**config.mk**
```make
export PLATFORM = sky130hd
export DESIGN_NAME = invaders_display
export DESIGN_NICKNAME = d
export VERILOG_FILES = /design/src/design/invaders_pkg.sv /design/src/design/fleet_if.sv /design/src/design/alien_cell.sv /design/src/design/fleet_motion.sv /design/src/design/frame_compositor.sv /design/src/design/invaders_display.sv
export SDC_FILE = /design/constraint.sdc
export NUM_CORES = 2
export LEC_CHECK = 0
export BUFFER_PORTS_ARGS = -buffer_cell sky130_fd_sc_hd__buf_2
export CAP_MARGIN = 25
export CORE_MARGIN = 10
export CORE_UTILIZATION = 40
export CTS_BUF_LIST = sky130_fd_sc_hd__clkbuf_8
export CTS_CLUSTER_DIAMETER = 50
export DETAILED_ROUTE_END_ITERATION = 7
export HOLD_SLACK_MARGIN = 0.1
export SYNTH_ARGS = -nofsm -noshare
export SYNTH_HDL_FRONTEND = slang
export SYNTH_HIERARCHICAL = 1
export SYNTH_SLANG_ARGS = --single-unit
```
**constraint.sdc**
```tcl
create_clock -name clk -period 6.9 [get_ports clk]
set_input_delay 1.38 -clock clk [delete_from_list [all_inputs] [get_ports clk]]
set_output_delay 1.38 -clock clk [all_outputs]
set_load 0.005 [all_outputs]
```
**src/design/invaders_pkg.sv**
```systemverilog
`default_nettype none

package invaders_pkg;

	////////////////////////////////////////
	// screen geometry
	localparam int coord_w = 11;
	typedef logic [coord_w-1:0] coord_t;

	localparam coord_t screen_w = 11'd640;
	localparam coord_t screen_h = 11'd480;

	// horizontal border rows
	localparam coord_t scoreboard_top = 11'd0;
	localparam coord_t scoreboard_bottom = 11'd40;
	localparam coord_t barrier_top = 11'd340;
	localparam coord_t barrier_bottom = 11'd400;
	localparam coord_t lives_top = 11'd460;
	// last visible line
	localparam coord_t lives_bottom = 11'd479;

	////////////////////////////////////////
	// fleet layout
	localparam int fleet_cols = 11;
	localparam int fleet_rows = 2;
	localparam int fleet_n = fleet_cols * fleet_rows;

	// top-left alien
	localparam coord_t fleet_x0 = 11'd70;
	localparam coord_t fleet_y0 = 11'd90;
	localparam coord_t col_pitch = 11'd50;
	localparam coord_t row_pitch = 11'd30;
	localparam coord_t alien_w = 11'd30;
	localparam coord_t alien_h = 11'd20;
	// march distances
	localparam coord_t step_x = 11'd10;
	localparam coord_t step_y = 11'd10;

	////////////////////////////////////////
	// colours, blue 2 | green 3 | red 3
	typedef logic [7:0] rgb_t;

	localparam rgb_t color_black = 8'b00_000_000;
	localparam rgb_t color_start = 8'b00_111_111;
	localparam rgb_t color_red = 8'b00_000_111;
	localparam rgb_t color_blue = 8'b11_000_000;
	localparam rgb_t color_green = 8'b00_111_000;
	localparam rgb_t color_alien_row0 = 8'b10_101_010;
	localparam rgb_t color_alien_row1 = 8'b01_111_000;
	// dark blue background, kept apart from black
	localparam rgb_t color_space = 8'b01_000_000;

	typedef enum logic [1:0] {mode_black, mode_start, mode_game} screen_mode_t;
	typedef enum logic [1:0] {cmd_hold, cmd_left, cmd_right, cmd_down} fleet_cmd_t;

endpackage

`default_nettype wire

```
**src/design/fleet_if.sv**
```systemverilog
`timescale 1ns/1ps
`default_nettype none

interface fleet_if;
	import invaders_pkg::*;

	// from the march controller
	fleet_cmd_t cmd;
	screen_mode_t mode;
	// one bit per alien cell
	logic [fleet_n-1:0] at_edge;
	logic [fleet_n-1:0] on_alien;

	modport motion (
		output cmd,
		output mode,
		input at_edge
	);

	modport pixel (
		input mode,
		input on_alien
	);

endinterface

`default_nettype wire

```
**src/design/alien_cell.sv**
```systemverilog
`timescale 1ns/1ps
`default_nettype none

module alien_cell #(
	parameter int col = 0,
	parameter int row = 0
) (
	input logic clk,
	input logic rst,
	input logic laser_valid,
	input invaders_pkg::fleet_cmd_t cmd,
	input invaders_pkg::screen_mode_t mode,
	input invaders_pkg::coord_t laser_x,
	input invaders_pkg::coord_t laser_y,
	input invaders_pkg::coord_t x,
	input invaders_pkg::coord_t y,
	output logic at_edge,
	output logic on_alien
);
	import invaders_pkg::*;

	// top-left corner of the box
	coord_t pos_x;
	coord_t pos_y;
	logic alive;
	// tracks the controller direction
	logic dir_right;
	logic laser_in_box;
	logic pixel_in_box;

	////////////////////////////////////////
	// position and direction

	always_ff @(posedge clk or posedge rst) begin
		if (rst) begin
			// home slot from grid position
			pos_x <= coord_t'(fleet_x0 + col * col_pitch);
			pos_y <= coord_t'(fleet_y0 + row * row_pitch);
			dir_right <= 1'b1;
		end else begin
			case (cmd)
				cmd_right: begin
					pos_x <= pos_x + step_x;
					dir_right <= 1'b1;
				end
				cmd_left: begin
					pos_x <= pos_x - step_x;
					dir_right <= 1'b0;
				end
				cmd_down: begin
					// drop, the controller reverses here too
					pos_y <= pos_y + step_y;
					dir_right <= ~dir_right;
				end
				default: ;
			endcase
		end
	end

	////////////////////////////////////////
	// laser hit

	assign laser_in_box = laser_x >= pos_x && laser_x < pos_x + alien_w &&
		laser_y >= pos_y && laser_y < pos_y + alien_h;

	always_ff @(posedge clk or posedge rst) begin
		if (rst) begin
			alive <= 1'b1;
		end else if (alive && mode == mode_game && laser_valid && laser_in_box) begin
			alive <= 1'b0;
		end
	end

	// pixel and edge flags
	assign pixel_in_box = x >= pos_x && x < pos_x + alien_w &&
		y >= pos_y && y < pos_y + alien_h;
	assign on_alien = alive & pixel_in_box;

	// next step would leave the screen
	assign at_edge = alive &&
		(dir_right ? (pos_x + alien_w + step_x > screen_w) : (pos_x < step_x));

endmodule

`default_nettype wire

```
**src/design/fleet_motion.sv**
```systemverilog
`timescale 1ns/1ps
`default_nettype none

module fleet_motion (
	input logic clk,
	input logic rst,
	input logic button_display,
	input logic alien_step,
	fleet_if.motion fleet
);
	import invaders_pkg::*;

	logic button_sync;
	logic button_prev;
	logic press;
	// 1 while marching right
	logic dir_right;

	////////////////////////////////////////
	// screen mode sequencer

	// sample then compare with last sample
	assign press = button_sync & ~button_prev;

	always_ff @(posedge clk or posedge rst) begin
		if (rst) begin
			button_sync <= 1'b0;
			button_prev <= 1'b0;
			fleet.mode <= mode_black;
		end else begin
			button_sync <= button_display;
			button_prev <= button_sync;
			if (press) begin
				// black -> start -> game -> black
				case (fleet.mode)
					mode_black: fleet.mode <= mode_start;
					mode_start: fleet.mode <= mode_game;
					default: fleet.mode <= mode_black;
				endcase
			end
		end
	end

	////////////////////////////////////////
	// march controller

	always_ff @(posedge clk or posedge rst) begin
		if (rst) begin
			fleet.cmd <= cmd_hold;
			dir_right <= 1'b1;
		end else if (alien_step && fleet.mode == mode_game) begin
			if (|fleet.at_edge) begin
				// edge reached, drop and turn around
				fleet.cmd <= cmd_down;
				dir_right <= ~dir_right;
			end else begin
				fleet.cmd <= dir_right ? cmd_right : cmd_left;
			end
		end else begin
			// single-cycle command
			fleet.cmd <= cmd_hold;
		end
	end

endmodule

`default_nettype wire

```
**src/design/frame_compositor.sv**
```systemverilog
`timescale 1ns/1ps
`default_nettype none

module frame_compositor (
	input logic clk,
	input logic rst,
	input invaders_pkg::coord_t x,
	input invaders_pkg::coord_t y,
	fleet_if.pixel fleet,
	output invaders_pkg::rgb_t rgb
);
	import invaders_pkg::*;

	logic visible;
	logic on_scoreboard;
	logic on_barrier;
	logic on_lives;
	// space when no alien covers the pixel
	rgb_t alien_color;

	assign visible = x < screen_w && y < screen_h;

	// border lines
	assign on_scoreboard = y == scoreboard_top || y == scoreboard_bottom;
	assign on_barrier = y == barrier_top || y == barrier_bottom;
	assign on_lives = y == lives_top || y == lives_bottom;

	////////////////////////////////////////
	// alien priority

	// walk down from the top index so the lowest hit wins
	always_comb begin
		alien_color = color_space;
		for (int i = fleet_n - 1; i >= 0; i--) begin
			if (fleet.on_alien[i]) begin
				// first row cells take row0 colour
				alien_color = (i < fleet_cols) ? color_alien_row0 : color_alien_row1;
			end
		end
	end

	////////////////////////////////////////
	// output register

	always_ff @(posedge clk or posedge rst) begin
		if (rst) begin
			rgb <= color_black;
		end else if (!visible) begin
			rgb <= color_black;
		end else begin
			case (fleet.mode)
				mode_start: begin
					rgb <= color_start;
				end
				mode_game: begin
					// borders first, then aliens
					if (on_scoreboard) begin
						rgb <= color_red;
					end else if (on_barrier) begin
						rgb <= color_blue;
					end else if (on_lives) begin
						rgb <= color_green;
					end else begin
						rgb <= alien_color;
					end
				end
				default: begin
					// blank screen
					rgb <= color_black;
				end
			endcase
		end
	end

endmodule

`default_nettype wire

```
**src/design/invaders_display.sv**
```systemverilog
`timescale 1ns/1ps
`default_nettype none

module invaders_display (
	input logic clk,
	input logic rst,
	input logic button_display,
	input logic alien_step,
	input logic laser_valid,
	input invaders_pkg::coord_t laser_x,
	input invaders_pkg::coord_t laser_y,
	input invaders_pkg::coord_t x,
	input invaders_pkg::coord_t y,
	output invaders_pkg::rgb_t rgb
);
	import invaders_pkg::*;

	fleet_if fleet ();

	// mode and march commands
	fleet_motion u_fleet_motion (
		.clk (clk),
		.rst (rst),
		.button_display (button_display),
		.alien_step (alien_step),
		.fleet (fleet.motion)
	);

	////////////////////////////////////////
	// alien grid, index = row * cols + col
	for (genvar i = 0; i < fleet_n; i++) begin : g_alien
		alien_cell #(
			.col (i % fleet_cols),
			.row (i / fleet_cols)
		) u_alien_cell (
			.clk (clk),
			.rst (rst),
			.laser_valid (laser_valid),
			.cmd (fleet.cmd),
			.mode (fleet.mode),
			.laser_x (laser_x),
			.laser_y (laser_y),
			.x (x),
			.y (y),
			.at_edge (fleet.at_edge[i]),
			.on_alien (fleet.on_alien[i])
		);
	end

	// pixel colour, one cycle behind x and y
	frame_compositor u_frame_compositor (
		.clk (clk),
		.rst (rst),
		.x (x),
		.y (y),
		.fleet (fleet.pixel),
		.rgb (rgb)
	);

endmodule

`default_nettype wire

```
==> results by stage <==
Status:
- The flow ran to the end, and the final reports show no timing, DRC or antenna violations.

Yosys:
- The most repeated cell in the gate-level netlist after synthesis is ha_1.
- The share of the yosys chip area belonging to registers is 0.172.
- After technology mapping, the gate count stands at 8,460.
- Counting instances in the post-synthesis netlist gives the leading cell types as ha_1, xnor2_1, inv_1.
- The count of yosys warnings during synthesis is 6.
- The share of synthesized area in the top cell type comes to 0.325.
- The prevailing post-synth register cell is dfrtp_1.
- Counting every net in the synthesized netlist gives around 10,000.
- The number of unique standard cell types used by synthesis is 98.
- The mean post-synth cell area is between 8 and 9 sq um.
- The async set-reset flop share out of synthesis is 1.00.
- In this run the cell area of the synthesized design comes to 0.0738 sq mm.
- In this run, synthesis produced a sequential element count of a little under 500.
- The largest total area in the synthesized netlist belongs to ha_1.
- Counting flops with a built-in enable in the synthesized netlist gives 0.
- Yosys attributes the largest share of cell area to ha_1, dfrtp_1, xnor2_1.

Global route:
- The first global-routing pass estimated roughly 370 mm of wire.
- The number of antenna violations at the first check in global routing was 12.
- Across every metal layer, demand over resource in global routing totals 0.226.
- The via count of the first global-routing pass is 63,704.
- The pin count of the biggest net entering global routing is between 40 and 50.
- The total global routing overflow is 0.

Timing:
- The total setup violations reported at the end of the flow is 0.
- The clock period could shrink to ~4.7 ns.
- Hold is met by between 0.4 and 0.5 ns.
- The ratio of final minimum period to clock period is 0.685.
- The achievable frequency is 0.211 GHz.
- The final hold violation count came to 0.
- Setup repair after global routing left no endpoint under its margin.
- The headroom to the max-slew limit is 0.250.
- For the final database, setup skew stands at ~0.042 ns.
- The total count of max-transition violations in the final report is 0.
- The pin slew with the least headroom to its limit is between 1 and 1.5 ns.
- Adding up every negative setup slack in the final design gives 0 ns.

Routing:
- The first-iteration detailed-routing DRC count is 4,403.
- The vias after detailed routing is roughly 64,000.
- The via-per-instance ratio is around 5.8.
- The first detailed-routing pass ran for 5 iterations.
- The total length of routed wires is around 240 mm.
- After detailed routing, the average wire length per cell comes to 21.3 um.
- The detail route stage leaves a number of antenna-violating nets equal to 0.
- The total DRC errors in the routed layout is 0.

CTS:
- The H-tree was split into 3 levels.
- For this design, the CTS-stage hold fixing added 0 buffers.
- Clock tree synthesis found a total of ~500 sinks.
- The cell at the root of the clock tree is clkbuf_8.
- Once the clock tree was built, the resizer swapped 0 gates to a different size.
- The clock passes through at most 3 buffers.
- The CTS tree is done.
- The insertion delay of the later-clocked pin in the worst-skew pair is between 0.8 and 0.9 ns.
- The register clock-pin slew on the reported worst setup and hold paths is 0.06 ns.
- The number of buffers created by CTS is about 110.
- The number of setup buffers added after CTS is 0.

Final layout:
- The layout-stage area growth over the synthesis result is 7.61%.
- In the final design database the tool counted between 10,000 and 15,000 nets.
- The post-route non-filler standard cell count is about 11,000.
- The share of cells above drive strength 1 is 0.0872.
- Fill cells in the final layout number between 15,000 and 20,000.

Pwr:
- The power density normalized to cell area is 360 mW/mm^2.
- The leakage power of the design is ~34 nW.
- The total chip power is approximately 29 mW.
- IR analysis of the VDD net gives a maximum drop of between 0.0002 and 0.00025 V.

Hold path:
- The endpoint of the worst hold path is u_fleet_motion/button_prev.
- Along the worst hold path, the cell count comes to 0.
- The startpoint identified for the worst hold timing path is u_fleet_motion/button_sync.
- The tightest min-delay check is of the register to register type.

Setup path:
- The kind of end point of the critical path is a register.
- Among all stages on the critical path, the largest delay is contributed by nor3_1.
- The highest fanout seen on the critical path is 10.
- The critical path is of the register to register type.
- The worst register-to-register path has a setup slack of between 2 and 2.5 ns.
- The startpoint of the most critical register-to-register path is g_alien[20].u_alien_cell/pos_x[1].
- STA puts the critical path data arrival time at about 5.5 ns.
- The number of buffer and inverter instances along the worst setup path is 2.
- In this design, the stage delay of the slowest critical-path cell is just over 0.8 ns.
- Among cell families on the critical path, the largest total delay comes from simple AND/OR/NAND/NOR gates.
- The cell depth of the worst flop-to-flop path is 16.
- The destination of the worst register-to-register timing path is u_frame_compositor/rgb[4].
- The signal on the critical path passes through inv_1 -> ha_1 -> nor3b_2 -> nor2_1 -> xnor2_1 -> ha_1 -> a22o_1 -> nor4_1 -> o221ai_1 -> or3_1 -> nor3_1 -> nor4_1 -> buf_4 -> nand3_1 -> a21boi_0 -> o22ai_1.
- The critical path launch point type is a register.
- STA puts the critical path data required time at 7.68 ns.

Placed design:
- Input and output buffers added on the ports amount to 56.
- Counting tap cells, the placed design contains a total of between 10,000 and 15,000 instances.
- The estimated wirelength of the detail-placed design is 170 mm.
- The weighted congestion at the end of routability-driven global placement is 0.882.

Floorplan:
- Measured along the y axis, the die boundary spans 449 um.
- The die area is slightly above 0.2 sq mm.
- For this configuration, the core starts out at a cell density of 0.402.
- The die width is roughly 450 um.
- The core area is between 0.15 and 0.2 sq mm.
- For this design the top-level I/O count stands at 57.
- The cell row count is 157.

Run:
- The number of max-capacitance violations reported is 0.
metal layers:
metal | track usage | routed length [um]
met1 | 0.289 | 103000
met2 | 0.375 | 107000
met3 | 0.0295 | 13200
met4 | 0.107 | 12200
met5 | 0 | 0
state kept, by name (all words and copies together), names as in the netlist:
name	cells
g_alien.u_alien_cell/pos_x	220
g_alien.u_alien_cell/pos_y	220
g_alien.u_alien_cell/alive	22
g_alien.u_alien_cell/dir_right	22
u_frame_compositor/rgb	6
u_fleet_motion/fleet.cmd	2
u_fleet_motion/fleet.mode	2
u_fleet_motion/button_prev	1
u_fleet_motion/button_sync	1
u_fleet_motion/dir_right	1
power by group:
group | internal [mW] | leakage (nW) | switching, mW | total [mW]
Sequential | 4.29 | 5.93 | 2.35 | 6.64
Clock | 2.36 | 1.44 | 1.68 | 4.04
Combinational | 7.60 | 26.5 | 10.3 | 17.9
Total | 14.3 | 33.8 | 14.3 | 28.5
cells by family after synthesis:
logic type	share of synthesized area
compound gates	0.192
simple gates	0.152
fa+ha+maj	0.325
buf+inv	0.0518
xor+xnor	0.103
flops	0.172
mux	0.00511
cell usage in the layout (no fill, tap or decap), drive strengths merged, types with 135 or more instances in the layout:
master  count
dfstp     221
inv       711
a21o      195
nor2      540
clkbuf    135
nand3     172
o21ai     555
xnor2     706
dfrtp     276
o211ai    153
ha       1916
o21a      136
nand4     172
a21oi     570
nor2b     173
nand2     534
per-stage QoR:
stage / instance area [sq um] / util / setup slack (ns)
2_1_floorplan: 73800 / - / 3.34
4_1_cts: 79300 / 0.433 / 2.23
5_1_grt: 79400 / 0.433 / 2.01
3_3_place_gp: 76600 / 0.418 / 1.73
3_5_place_dp: 76600 / 0.418 / 1.72
6_report: 79400 / 0.433 / 2.17
worst max path at each step:
stage                                      startpoint                   endpoint  slack, ns  cells after the start
floorplan                                        x[8]  u_frame_compositor/rgb[5]       3.34                     11
global placement                                 x[1]  u_frame_compositor/rgb[5]       1.73                     15
detailed placement                               x[1]  u_frame_compositor/rgb[5]       1.72                     15
CTS                 g_alien[20].u_alien_cell/pos_x[1]  u_frame_compositor/rgb[4]       2.23                     16
global route        g_alien[20].u_alien_cell/pos_x[1]  u_frame_compositor/rgb[4]       2.01                     16
finish              g_alien[20].u_alien_cell/pos_x[1]  u_frame_compositor/rgb[4]       2.17                     16
cell type report:
cell class / instances / area (sq um) / area share
Inverter: 685 / 2570 / 0.0324
Tap cell: 2464 / 3080 / 0.0388
Sequential cell: 497 / 12700 / 0.160
Timing Repair Buffer: 130 / 1060 / 0.0134
Clock buffer: 135 / 1860 / 0.0234
Antenna cell: 8 / 20.0 / 0.000252
Clock inverter: 81 / 832 / 0.0105
Multi-Input combinational cell: 7070 / 57200 / 0.721
Power figures use the tool's default switching activity.
